===== config.mk =====
export PLATFORM = sky130hd
export DESIGN_NAME = rob_top
export DESIGN_NICKNAME = d
export VERILOG_FILES = /design/src/design/rob_pkg.sv /design/src/design/rob_ptr_ctrl.sv /design/src/design/rob_entry_store.sv /design/src/design/rob_branch_check.sv /design/src/design/rob_top.sv
export VERILOG_INCLUDE_DIRS = /design/src /design/src/design
export SDC_FILE = /design/constraint.sdc
export NUM_CORES = 2
export LEC_CHECK = 0
export ABC_CLOCK_PERIOD_IN_PS = 19900
export BUFFER_PORTS_ARGS = -buffer_cell sky130_fd_sc_hd__buf_2
export CORE_ASPECT_RATIO = 1.5
export CORE_MARGIN = 2
export CORE_UTILIZATION = 55
export CTS_BUF_LIST = sky130_fd_sc_hd__clkbuf_4
export CTS_CLUSTER_SIZE = 30
export DETAILED_ROUTE_END_ITERATION = 10
export PLACE_DENSITY_LB_ADDON = 0.15
export SLEW_MARGIN = 25
export SYNTH_ARGS = -nofsm -noshare
export SYNTH_HDL_FRONTEND = slang
export SYNTH_MEMORY_MAX_BITS = 65536
export SYNTH_SLANG_ARGS = --single-unit
export TNS_END_PERCENT = 50

===== constraint.sdc =====
create_clock -name clk -period 19.9 [get_ports clk]
set_clock_uncertainty 0.1 [all_clocks]
set_input_delay 0.995 -clock clk [delete_from_list [all_inputs] [get_ports clk]]
set_output_delay 0.995 -clock clk [all_outputs]
set_load 0.05 [all_outputs]

===== src/design/rob_defs.svh =====
// reorder buffer macros: buffer depth and field widths

`ifndef ROB_DEFS_SVH
`define ROB_DEFS_SVH

// --------------------
// buffer geometry
// --------------------
`define ROB_DEPTH   32   // entries in the circular buffer
`define ROB_IDX_W   5    // entry index, head and tail add a wrap bit on top

// --------------------
// field widths
// --------------------
`define PRF_TAG_W   6    // physical register tag
`define LREG_W      5    // architectural register number
`define BR_MASK_W   4    // one bit per in-flight branch
`define PC_W        64
`define FL_HEAD_W   5    // free-list head pointer

`endif


===== src/design/rob_pkg.sv =====
// reorder buffer package: vector typedefs and packed payload structs

`default_nettype none

`include "rob_defs.svh"

package rob_pkg;

	// --------------------
	// plain vectors
	// --------------------
	typedef logic [`ROB_IDX_W-1:0] rob_idx_t;
	typedef logic [`ROB_IDX_W:0]   rob_ptr_t;  // msb is the wrap bit
	typedef logic [`PRF_TAG_W-1:0] prf_tag_t;
	typedef logic [`LREG_W-1:0]    lreg_t;
	typedef logic [`BR_MASK_W-1:0] br_mask_t;
	typedef logic [`PC_W-1:0]      pc_t;
	typedef logic [`FL_HEAD_W-1:0] fl_head_t;

	// --------------------
	// payloads
	// --------------------

	// everything captured when an instruction enters the buffer
	typedef struct packed {
		prf_tag_t old_tag;      // previous mapping, freed at retire
		prf_tag_t new_tag;      // mapping handed to the arch map
		lreg_t    ldest;
		pc_t      pc;
		logic     br_flag;
		logic     pred_taken;
		pc_t      pred_target;
		br_mask_t br_mask;
		fl_head_t fl_head;      // free-list head snapshot for recovery
	} rob_dispatch_t;

	typedef struct packed {
		rob_ptr_t ptr;
		logic     taken;        // actual branch outcome
	} rob_complete_t;

	typedef struct packed {
		rob_ptr_t ptr;
		logic     taken;
		pc_t      target;
	} rob_resolve_t;

	typedef struct packed {
		prf_tag_t old_tag;
		prf_tag_t new_tag;
		lreg_t    ldest;
	} rob_retire_t;

	// stored prediction of the entry being resolved
	typedef struct packed {
		logic     br_flag;
		logic     pred_taken;
		pc_t      pred_target;
		br_mask_t br_mask;
		fl_head_t fl_head;
	} rob_branch_info_t;

	typedef struct packed {
		br_mask_t br_mask;
		fl_head_t fl_head;
	} rob_recover_t;

endpackage

`default_nettype wire


===== src/design/rob_ptr_ctrl.sv =====
// head and tail pointer control with full detection, dispatch gating and rollback

`default_nettype none

`include "rob_defs.svh"

module rob_ptr_ctrl
	import rob_pkg::*;
(
	input  wire logic     clk,
	input  wire logic     rst,

	input  wire logic     dispatch_valid_i,
	input  wire logic     retire_valid_i,
	input  wire logic     recover_i,
	input  wire rob_ptr_t recover_ptr_i,      // branch that mispredicted

	output rob_ptr_t      head_ptr_o,
	output rob_ptr_t      tail_ptr_o,
	output logic          dispatch_accept_o,
	output logic          stall_o
);

	// --------------------
	// pointer state
	// --------------------
	rob_ptr_t head_q;
	rob_ptr_t tail_q;
	rob_ptr_t head_d;
	rob_ptr_t tail_d;
	logic     full;

	// same index, opposite wrap bit
	assign full = (head_q ^ tail_q) == {1'b1, {`ROB_IDX_W{1'b0}}};

	// a retiring head frees a slot in the same cycle
	assign stall_o = full & ~retire_valid_i;

	assign dispatch_accept_o = dispatch_valid_i & ~stall_o & ~recover_i;

	// --------------------
	// next pointers
	// --------------------
	always_comb begin
		head_d = head_q;
		if (retire_valid_i) begin
			head_d = head_q + rob_ptr_t'(1);
		end
	end

	always_comb begin
		tail_d = tail_q;
		if (recover_i) begin
			// squash everything younger than the branch
			tail_d = recover_ptr_i + rob_ptr_t'(1);
		end else if (dispatch_accept_o) begin
			tail_d = tail_q + rob_ptr_t'(1);
		end
	end

	always_ff @(posedge clk) begin
		if (rst) begin
			head_q <= '0;
			tail_q <= '0;
		end else begin
			head_q <= head_d;
			tail_q <= tail_d;
		end
	end

	assign head_ptr_o = head_q;
	assign tail_ptr_o = tail_q;

	// --------------------
	// checks
	// --------------------

	// neither dispatch past a full buffer nor a rollback may overfill it
	no_overfill: assert property (
		@(posedge clk) disable iff (rst)
		rob_ptr_t'(tail_q - head_q) <= rob_ptr_t'(`ROB_DEPTH)
	) else $error("rob_ptr_ctrl: buffer holds more entries than it has slots");

endmodule

`default_nettype wire


===== src/design/rob_entry_store.sv =====
// reorder buffer entry array with dispatch, completion and retire writes and read ports

`default_nettype none

`include "rob_defs.svh"

module rob_entry_store
	import rob_pkg::*;
(
	input  wire logic          clk,
	input  wire logic          rst,

	// dispatch at tail
	input  wire logic          dispatch_accept_i,
	input  wire rob_dispatch_t dispatch_i,
	input  wire rob_ptr_t      head_ptr_i,
	input  wire rob_ptr_t      tail_ptr_i,

	// completion from the functional units
	input  wire logic          complete_valid_i,
	input  wire rob_complete_t complete_i,

	// read ports
	input  wire rob_ptr_t      resolve_ptr_i,
	input  wire rob_ptr_t      npc_rd_ptr_i,

	output logic               retire_valid_o,
	output rob_retire_t        retire_o,
	output rob_branch_info_t   branch_info_o,
	output pc_t                npc_o
);

	// --------------------
	// storage
	// --------------------
	rob_dispatch_t          entry_q [`ROB_DEPTH];
	logic [`ROB_DEPTH-1:0]  done_q;
	logic [`ROB_DEPTH-1:0]  taken_q;     // actual outcome as reported by the unit

	rob_idx_t head_idx;
	rob_idx_t tail_idx;
	rob_idx_t cmp_idx;
	rob_idx_t res_idx;
	rob_idx_t npc_idx;
	logic     not_empty;

	assign head_idx = head_ptr_i[`ROB_IDX_W-1:0];
	assign tail_idx = tail_ptr_i[`ROB_IDX_W-1:0];
	assign cmp_idx  = complete_i.ptr[`ROB_IDX_W-1:0];
	assign res_idx  = resolve_ptr_i[`ROB_IDX_W-1:0];
	assign npc_idx  = npc_rd_ptr_i[`ROB_IDX_W-1:0];

	// squashed slots past a rolled back tail may still carry a done bit
	assign not_empty = head_ptr_i != tail_ptr_i;

	// --------------------
	// status bits
	// --------------------
	always_ff @(posedge clk) begin
		if (rst) begin
			done_q  <= '0;
			taken_q <= '0;
		end else begin
			if (retire_valid_o) begin
				done_q[head_idx]  <= 1'b0;  // slot goes back to the pool
				taken_q[head_idx] <= 1'b0;
			end
			if (complete_valid_i) begin
				done_q[cmp_idx]  <= 1'b1;
				taken_q[cmp_idx] <= complete_i.taken;
			end
			// last, so a full buffer retiring and refilling ends up fresh
			if (dispatch_accept_i) begin
				done_q[tail_idx]  <= 1'b0;
				taken_q[tail_idx] <= 1'b0;
			end
		end
	end

	// payload fields only change on dispatch
	always_ff @(posedge clk) begin
		if (dispatch_accept_i) begin
			entry_q[tail_idx] <= dispatch_i;
		end
	end

	// --------------------
	// head port
	// --------------------
	assign retire_valid_o = done_q[head_idx] & not_empty;

	always_comb begin
		retire_o.old_tag = entry_q[head_idx].old_tag;   // to free list
		retire_o.new_tag = entry_q[head_idx].new_tag;   // to arch map
		retire_o.ldest   = entry_q[head_idx].ldest;
	end

	// --------------------
	// branch and npc ports
	// --------------------
	always_comb begin
		branch_info_o.br_flag     = entry_q[res_idx].br_flag;
		branch_info_o.pred_taken  = entry_q[res_idx].pred_taken;
		branch_info_o.pred_target = entry_q[res_idx].pred_target;
		branch_info_o.br_mask     = entry_q[res_idx].br_mask;
		branch_info_o.fl_head     = entry_q[res_idx].fl_head;
	end

	assign npc_o = entry_q[npc_idx].pc + pc_t'(4);  // fall-through for the branch unit

	// --------------------
	// checks
	// --------------------

	// with head on tail nothing is in flight, so no unit may report that slot
	no_complete_when_empty: assert property (
		@(posedge clk) disable iff (rst)
		complete_valid_i && (head_ptr_i == tail_ptr_i) |-> complete_i.ptr != tail_ptr_i
	) else $error("rob_entry_store: completion of an empty slot");

endmodule

`default_nettype wire


===== src/design/rob_branch_check.sv =====
// branch resolution: misprediction detection and recovery payload

`default_nettype none

`include "rob_defs.svh"

module rob_branch_check
	import rob_pkg::*;
(
	input  wire logic             resolve_valid_i,
	input  wire rob_resolve_t     resolve_i,
	input  wire rob_branch_info_t branch_info_i,     // stored prediction at resolve_i.ptr

	output logic                  recover_o,
	output logic                  branch_correct_o,
	output rob_recover_t          recover_info_o
);

	// --------------------
	// compare
	// --------------------
	logic is_branch;
	logic dir_wrong;
	logic tgt_wrong;
	logic mispredict;

	// non-branch entries never trigger either outcome
	assign is_branch = resolve_valid_i & branch_info_i.br_flag;

	assign dir_wrong = resolve_i.taken != branch_info_i.pred_taken;

	// target only matters when both sides went taken
	assign tgt_wrong = resolve_i.taken & branch_info_i.pred_taken &
		(resolve_i.target != branch_info_i.pred_target);

	assign mispredict = dir_wrong | tgt_wrong;

	// --------------------
	// outcome
	// --------------------
	always_comb begin
		recover_o        = 1'b0;
		branch_correct_o = 1'b0;
		recover_info_o   = '0;
		if (is_branch) begin
			if (mispredict) begin
				recover_o              = 1'b1;
				recover_info_o.br_mask = branch_info_i.br_mask;  // squash younger tags
				recover_info_o.fl_head = branch_info_i.fl_head;  // free list rewinds here
			end else begin
				branch_correct_o = 1'b1;   // clear the mask bit downstream
			end
		end
	end

endmodule

`default_nettype wire


===== src/design/rob_top.sv =====
// reorder buffer top: pointer control, entry store and branch check

`default_nettype none

`include "rob_defs.svh"

module rob_top
	import rob_pkg::*;
(
	input  wire logic          clk,
	input  wire logic          rst,

	// --------------------
	// dispatch
	// --------------------
	input  wire logic          dispatch_valid_i,
	input  wire rob_dispatch_t dispatch_i,
	output rob_ptr_t           tail_o,           // slot the next dispatch receives
	output logic               stall_o,

	// --------------------
	// completion and resolution
	// --------------------
	input  wire logic          complete_valid_i,
	input  wire rob_complete_t complete_i,
	input  wire logic          resolve_valid_i,
	input  wire rob_resolve_t  resolve_i,

	// --------------------
	// retire and recovery
	// --------------------
	output logic               retire_valid_o,
	output rob_retire_t        retire_o,
	output logic               recover_o,
	output logic               branch_correct_o,
	output rob_recover_t       recover_info_o,

	// npc read for the branch unit
	input  wire rob_ptr_t      npc_rd_ptr_i,
	output pc_t                npc_o
);

	rob_ptr_t         head_ptr;
	rob_ptr_t         tail_ptr;
	logic             dispatch_accept;
	rob_branch_info_t branch_info;

	rob_ptr_ctrl u_ptr_ctrl (
		.clk               (clk),
		.rst               (rst),
		.dispatch_valid_i  (dispatch_valid_i),
		.retire_valid_i    (retire_valid_o),
		.recover_i         (recover_o),
		.recover_ptr_i     (resolve_i.ptr),
		.head_ptr_o        (head_ptr),
		.tail_ptr_o        (tail_ptr),
		.dispatch_accept_o (dispatch_accept),
		.stall_o           (stall_o)
	);

	rob_entry_store u_entry_store (
		.clk               (clk),
		.rst               (rst),
		.dispatch_accept_i (dispatch_accept),
		.dispatch_i        (dispatch_i),
		.head_ptr_i        (head_ptr),
		.tail_ptr_i        (tail_ptr),
		.complete_valid_i  (complete_valid_i),
		.complete_i        (complete_i),
		.resolve_ptr_i     (resolve_i.ptr),      // branch info read for the checker
		.npc_rd_ptr_i      (npc_rd_ptr_i),
		.retire_valid_o    (retire_valid_o),
		.retire_o          (retire_o),
		.branch_info_o     (branch_info),
		.npc_o             (npc_o)
	);

	rob_branch_check u_branch_check (
		.resolve_valid_i   (resolve_valid_i),
		.resolve_i         (resolve_i),
		.branch_info_i     (branch_info),
		.recover_o         (recover_o),
		.branch_correct_o  (branch_correct_o),
		.recover_info_o    (recover_info_o)
	);

	assign tail_o = tail_ptr;

endmodule

`default_nettype wire


==> run summary <==
die area -> 360000 µm²
first-pass GRT wire length -> 753000 µm
number of violations of the max-capacitance limit -> 0
top post-synthesis cells by area -> edfxtp_1 77%, mux4_2 15%, mux2i_1 2.0%
width of the chip -> 491 µm
simple-gate share of the synthesized area -> 0.0155
summed instance area of the synthesized netlist -> 196000 µm²
initial core utilization -> 0.552
DRC violation count after routing -> 0
maximum root-to-sink buffer count -> 4
time the worst path needs with I/O delays and setup -> 11.29 ns
adder-cell share of the synthesized area -> 0.000448
number of enable flip-flop cells after synthesis -> 4992
share of the synthesized area in compound gates (AO/OA/AOI/OAI) -> 0.0177
cell taking the most area after synthesis -> edfxtp_1
Setup-failing EPs final -> 0
Clock transition at path regs -> 0.07 ns
share of flip-flops with an asynchronous set or reset after synthesis -> 0
setup bufs post-CTS -> 0
number of global-route vias before repair -> 103000
Max IR drop VDD -> 0.0000665 V
worst path bufs/invs -> 10
number of nets produced by synthesis -> 8778
classification of the worst-slack hold path -> in2reg
vertical die dimension -> 734 µm
register-to-register setup slack -> 10.13 ns
GRT Overall Usage -> 0.296
count leader, synth -> edfxtp_1
sequential-to-total area share from yosys stat -> 0.772
unrepaired setup endpoints after global routing -> false
DRT Pass-1 Iters -> 8
cell mode on critical path -> buf_4
largest driver fanout on the critical path -> 81
share of post-route cells with drive strength above 1 -> 0.351
gp weighted congestion -> 0.816
area growth from synthesis to layout -> 12.4%
pin slew with the least headroom to its limit -> 1.21 ns
GRT Residual Overflow -> 0
number of port buffers -> 341
Yosys Warn Count -> 0
multiplexer area fraction after synthesis -> 0.174
Clock H-tree levels -> 7
combinational family with the most area after synthesis -> multiplexers
power per standard cell area -> 97.4 nW/µm²
Via Count -> 101000
nets -> 10200
DR iter-0 viols -> 12100
share of the synthesized area in the top cell type -> 0.767
CTS tree -> done
number of distinct standard cells referenced by the synthesized netlist -> 86
num ports -> 345
Num CTS Buffers -> 1157
number of antenna violations at the first check in global routing -> 71
CP max stage cell -> nor4_1
static leakage power -> 0.0709 µW
core region area -> 354000 µm²
CP startpoint kind -> input pin
number of nets still failing antenna checks after routing -> 0
clock tree sinks -> 5041
post-detailed-route wirelength per cell -> 34.5 µm
Mean Syn Cell Area -> 22.9 µm²
Max-slew headroom -> 0.186
data required time of the critical path -> 20.86 ns
setup TNS -> 0 ns
kind of cell adding the most delay to the critical path -> buffers and inverters
number of hold buffers added after cts -> 171
Synth Flop Type -> edfxtp_1
area share of xor/xnor cells in the synthesized design -> 0.00690
Gates resized, CTS repair -> 0
detailed-route wire length -> 537000 µm
final-layout fill cell count -> 24900
list of most frequent post-synthesis cells -> 4992 x edfxtp_1, 1295 x mux4_2, 390 x mux2i_1, 179 x nand2_1, 147 x buf_2
stage delay of the slowest cell on the critical path -> 0.92 ns
highest achievable clock rate -> 88.6 MHz
routed vias/inst -> 6.48
FF+latch count, synth -> 5041
critical setup path kind -> in2reg
post-route fraction of the period consumed by the critical path -> 0.567
root buffer cell -> clkbuf_4
Tot Pwr -> 21400 µW
status -> finished clean
Post-DP HPWL -> 278000 µm
number of failing hold endpoints at the final stage -> 0
maximum number of pins on one net before global-route repair -> 146
site row count -> 268
kind of end point of the critical path -> register
data arrival time at the worst-slack endpoint -> 12.25 ns
critical path cell sequence -> buf_8 -> buf_12 -> buf_4 -> and2_2 -> buf_4 -> a221oi_1 -> mux2_2 -> nor4_1 -> a31oi_1 -> a2111oi_2 -> and4_1 -> a21o_2 -> buf_4 -> clkinv_2 -> buf_4 -> nor2_4 -> buf_4 -> buf_12 -> buf_4
worst-skew pair later-pin latency -> 1.54 ns
number of slew-limit violations in the final report -> 0
count of mapped cells out of synthesis -> 8526
## area by class of cell
class / instances / area, µm² / share of cell area
sequential: 5041 / 151000 / 0.686
antenna: 38 / 95.1 / 0.000433
tap: 4725 / 5910 / 0.0269
inverter: 25 / 104 / 0.000472
multi-input combinational: 3007 / 42300 / 0.192
timing repair buffer: 727 / 5790 / 0.0263
clock buffer: 1707 / 12800 / 0.0583
clock inverter: 285 / 1890 / 0.00861
## registers in the layout (all words and copies together), names as in the netlist, named ones only
register	cells
u_ptr_ctrl.head_ptr_o	6
u_entry_store.done_q	32
u_entry_store.entry_q	4992
u_ptr_ctrl.tail_ptr_o	6
## report_power, final
group / switching [µW] / internal, µW
sequential: 32.3 / 11800
combinational: 910 / 465
clock: 3910 / 4280
total: 4850 / 16600
## kinds of logic after synthesis
group	count (synthesis)
AOI/OAI and AO/OA	492
xor gates and xnor gates	154
adders and majority gates	7
buffers and inverters	478
DFF	5041
muxes	1754
and+or+nand+nor	600
## worst register-to-register path: stages (launching register included)
cell,delay (ns)
edfxtp_1,0.37
mux4_2,0.48
mux2i_1,0.47
xnor2_1,0.14
a22o_1,0.23
nor4_1,0.96
a31oi_1,0.44
a2111oi_2,0.59
and4_1,0.55
a21o_2,0.20
buf_4,0.45
clkinv_2,0.68
buf_4,0.54
nor2_4,0.72
buf_4,0.77
buf_12,0.70
buf_4,0.95
## stage by stage
stage / hold WS (ns) / instances / area (µm²) / setup slack (ns) / util
CTS: 0.0113 / 15500 / 220000 / 8.81 / 0.619
global route: 0.103 / 15500 / 220000 / 8.53 / 0.620
global placement: 0.387 / 13300 / 203000 / 7.25 / 0.573
detailed placement: 0.397 / 13300 / 203000 / 7.19 / 0.573
floorplan: 0.370 / 8526 / 196000 / 7.19 / -
finish: 0.187 / 15600 / 220000 / 8.61 / 0.620
## final timing paths
| path | from | endpoint | depth (start not counted) |
|---|---|---|---|
| max | resolve_i[65] | u_entry_store.entry_q[4][104] | 19 |
| min | resolve_i[70] | u_ptr_ctrl.tail_ptr_o[5] | 4 |
| max reg2reg | u_entry_store.entry_q[7][61] | u_entry_store.entry_q[4][104] | 16 |
| min reg2reg | u_ptr_ctrl.head_ptr_o[5] | u_ptr_ctrl.head_ptr_o[5] | 2 |
## per-layer routing
layer,wire [µm],global-route usage,up-vias
li1,-,-,40100
met1,202000,0.400,54100
met2,268000,0.486,5588
met3,48300,0.0601,894
met4,17500,0.104,42
met5,276,0,-
## layout by cell type (no fill, tap or decap), types with 34 or more instances in the layout
cell type	count
a21oi_1	61
a22oi_1	92
buf_12	37
buf_2	331
buf_4	165
clkbuf_4	1707
clkinv_1	187
dfxtp_1	45
diode_2	38
dlygate4sd3_1	171
edfxtp_1	4992
mux2_2	53
mux2i_1	390
mux4_2	1295
nand2_1	179
nand3_1	83
nor2_1	85
o21ai_0	101
o22ai_1	34
xnor2_1	81
xor2_1	73
Note: power is estimated with default switching activity, not from simulation.
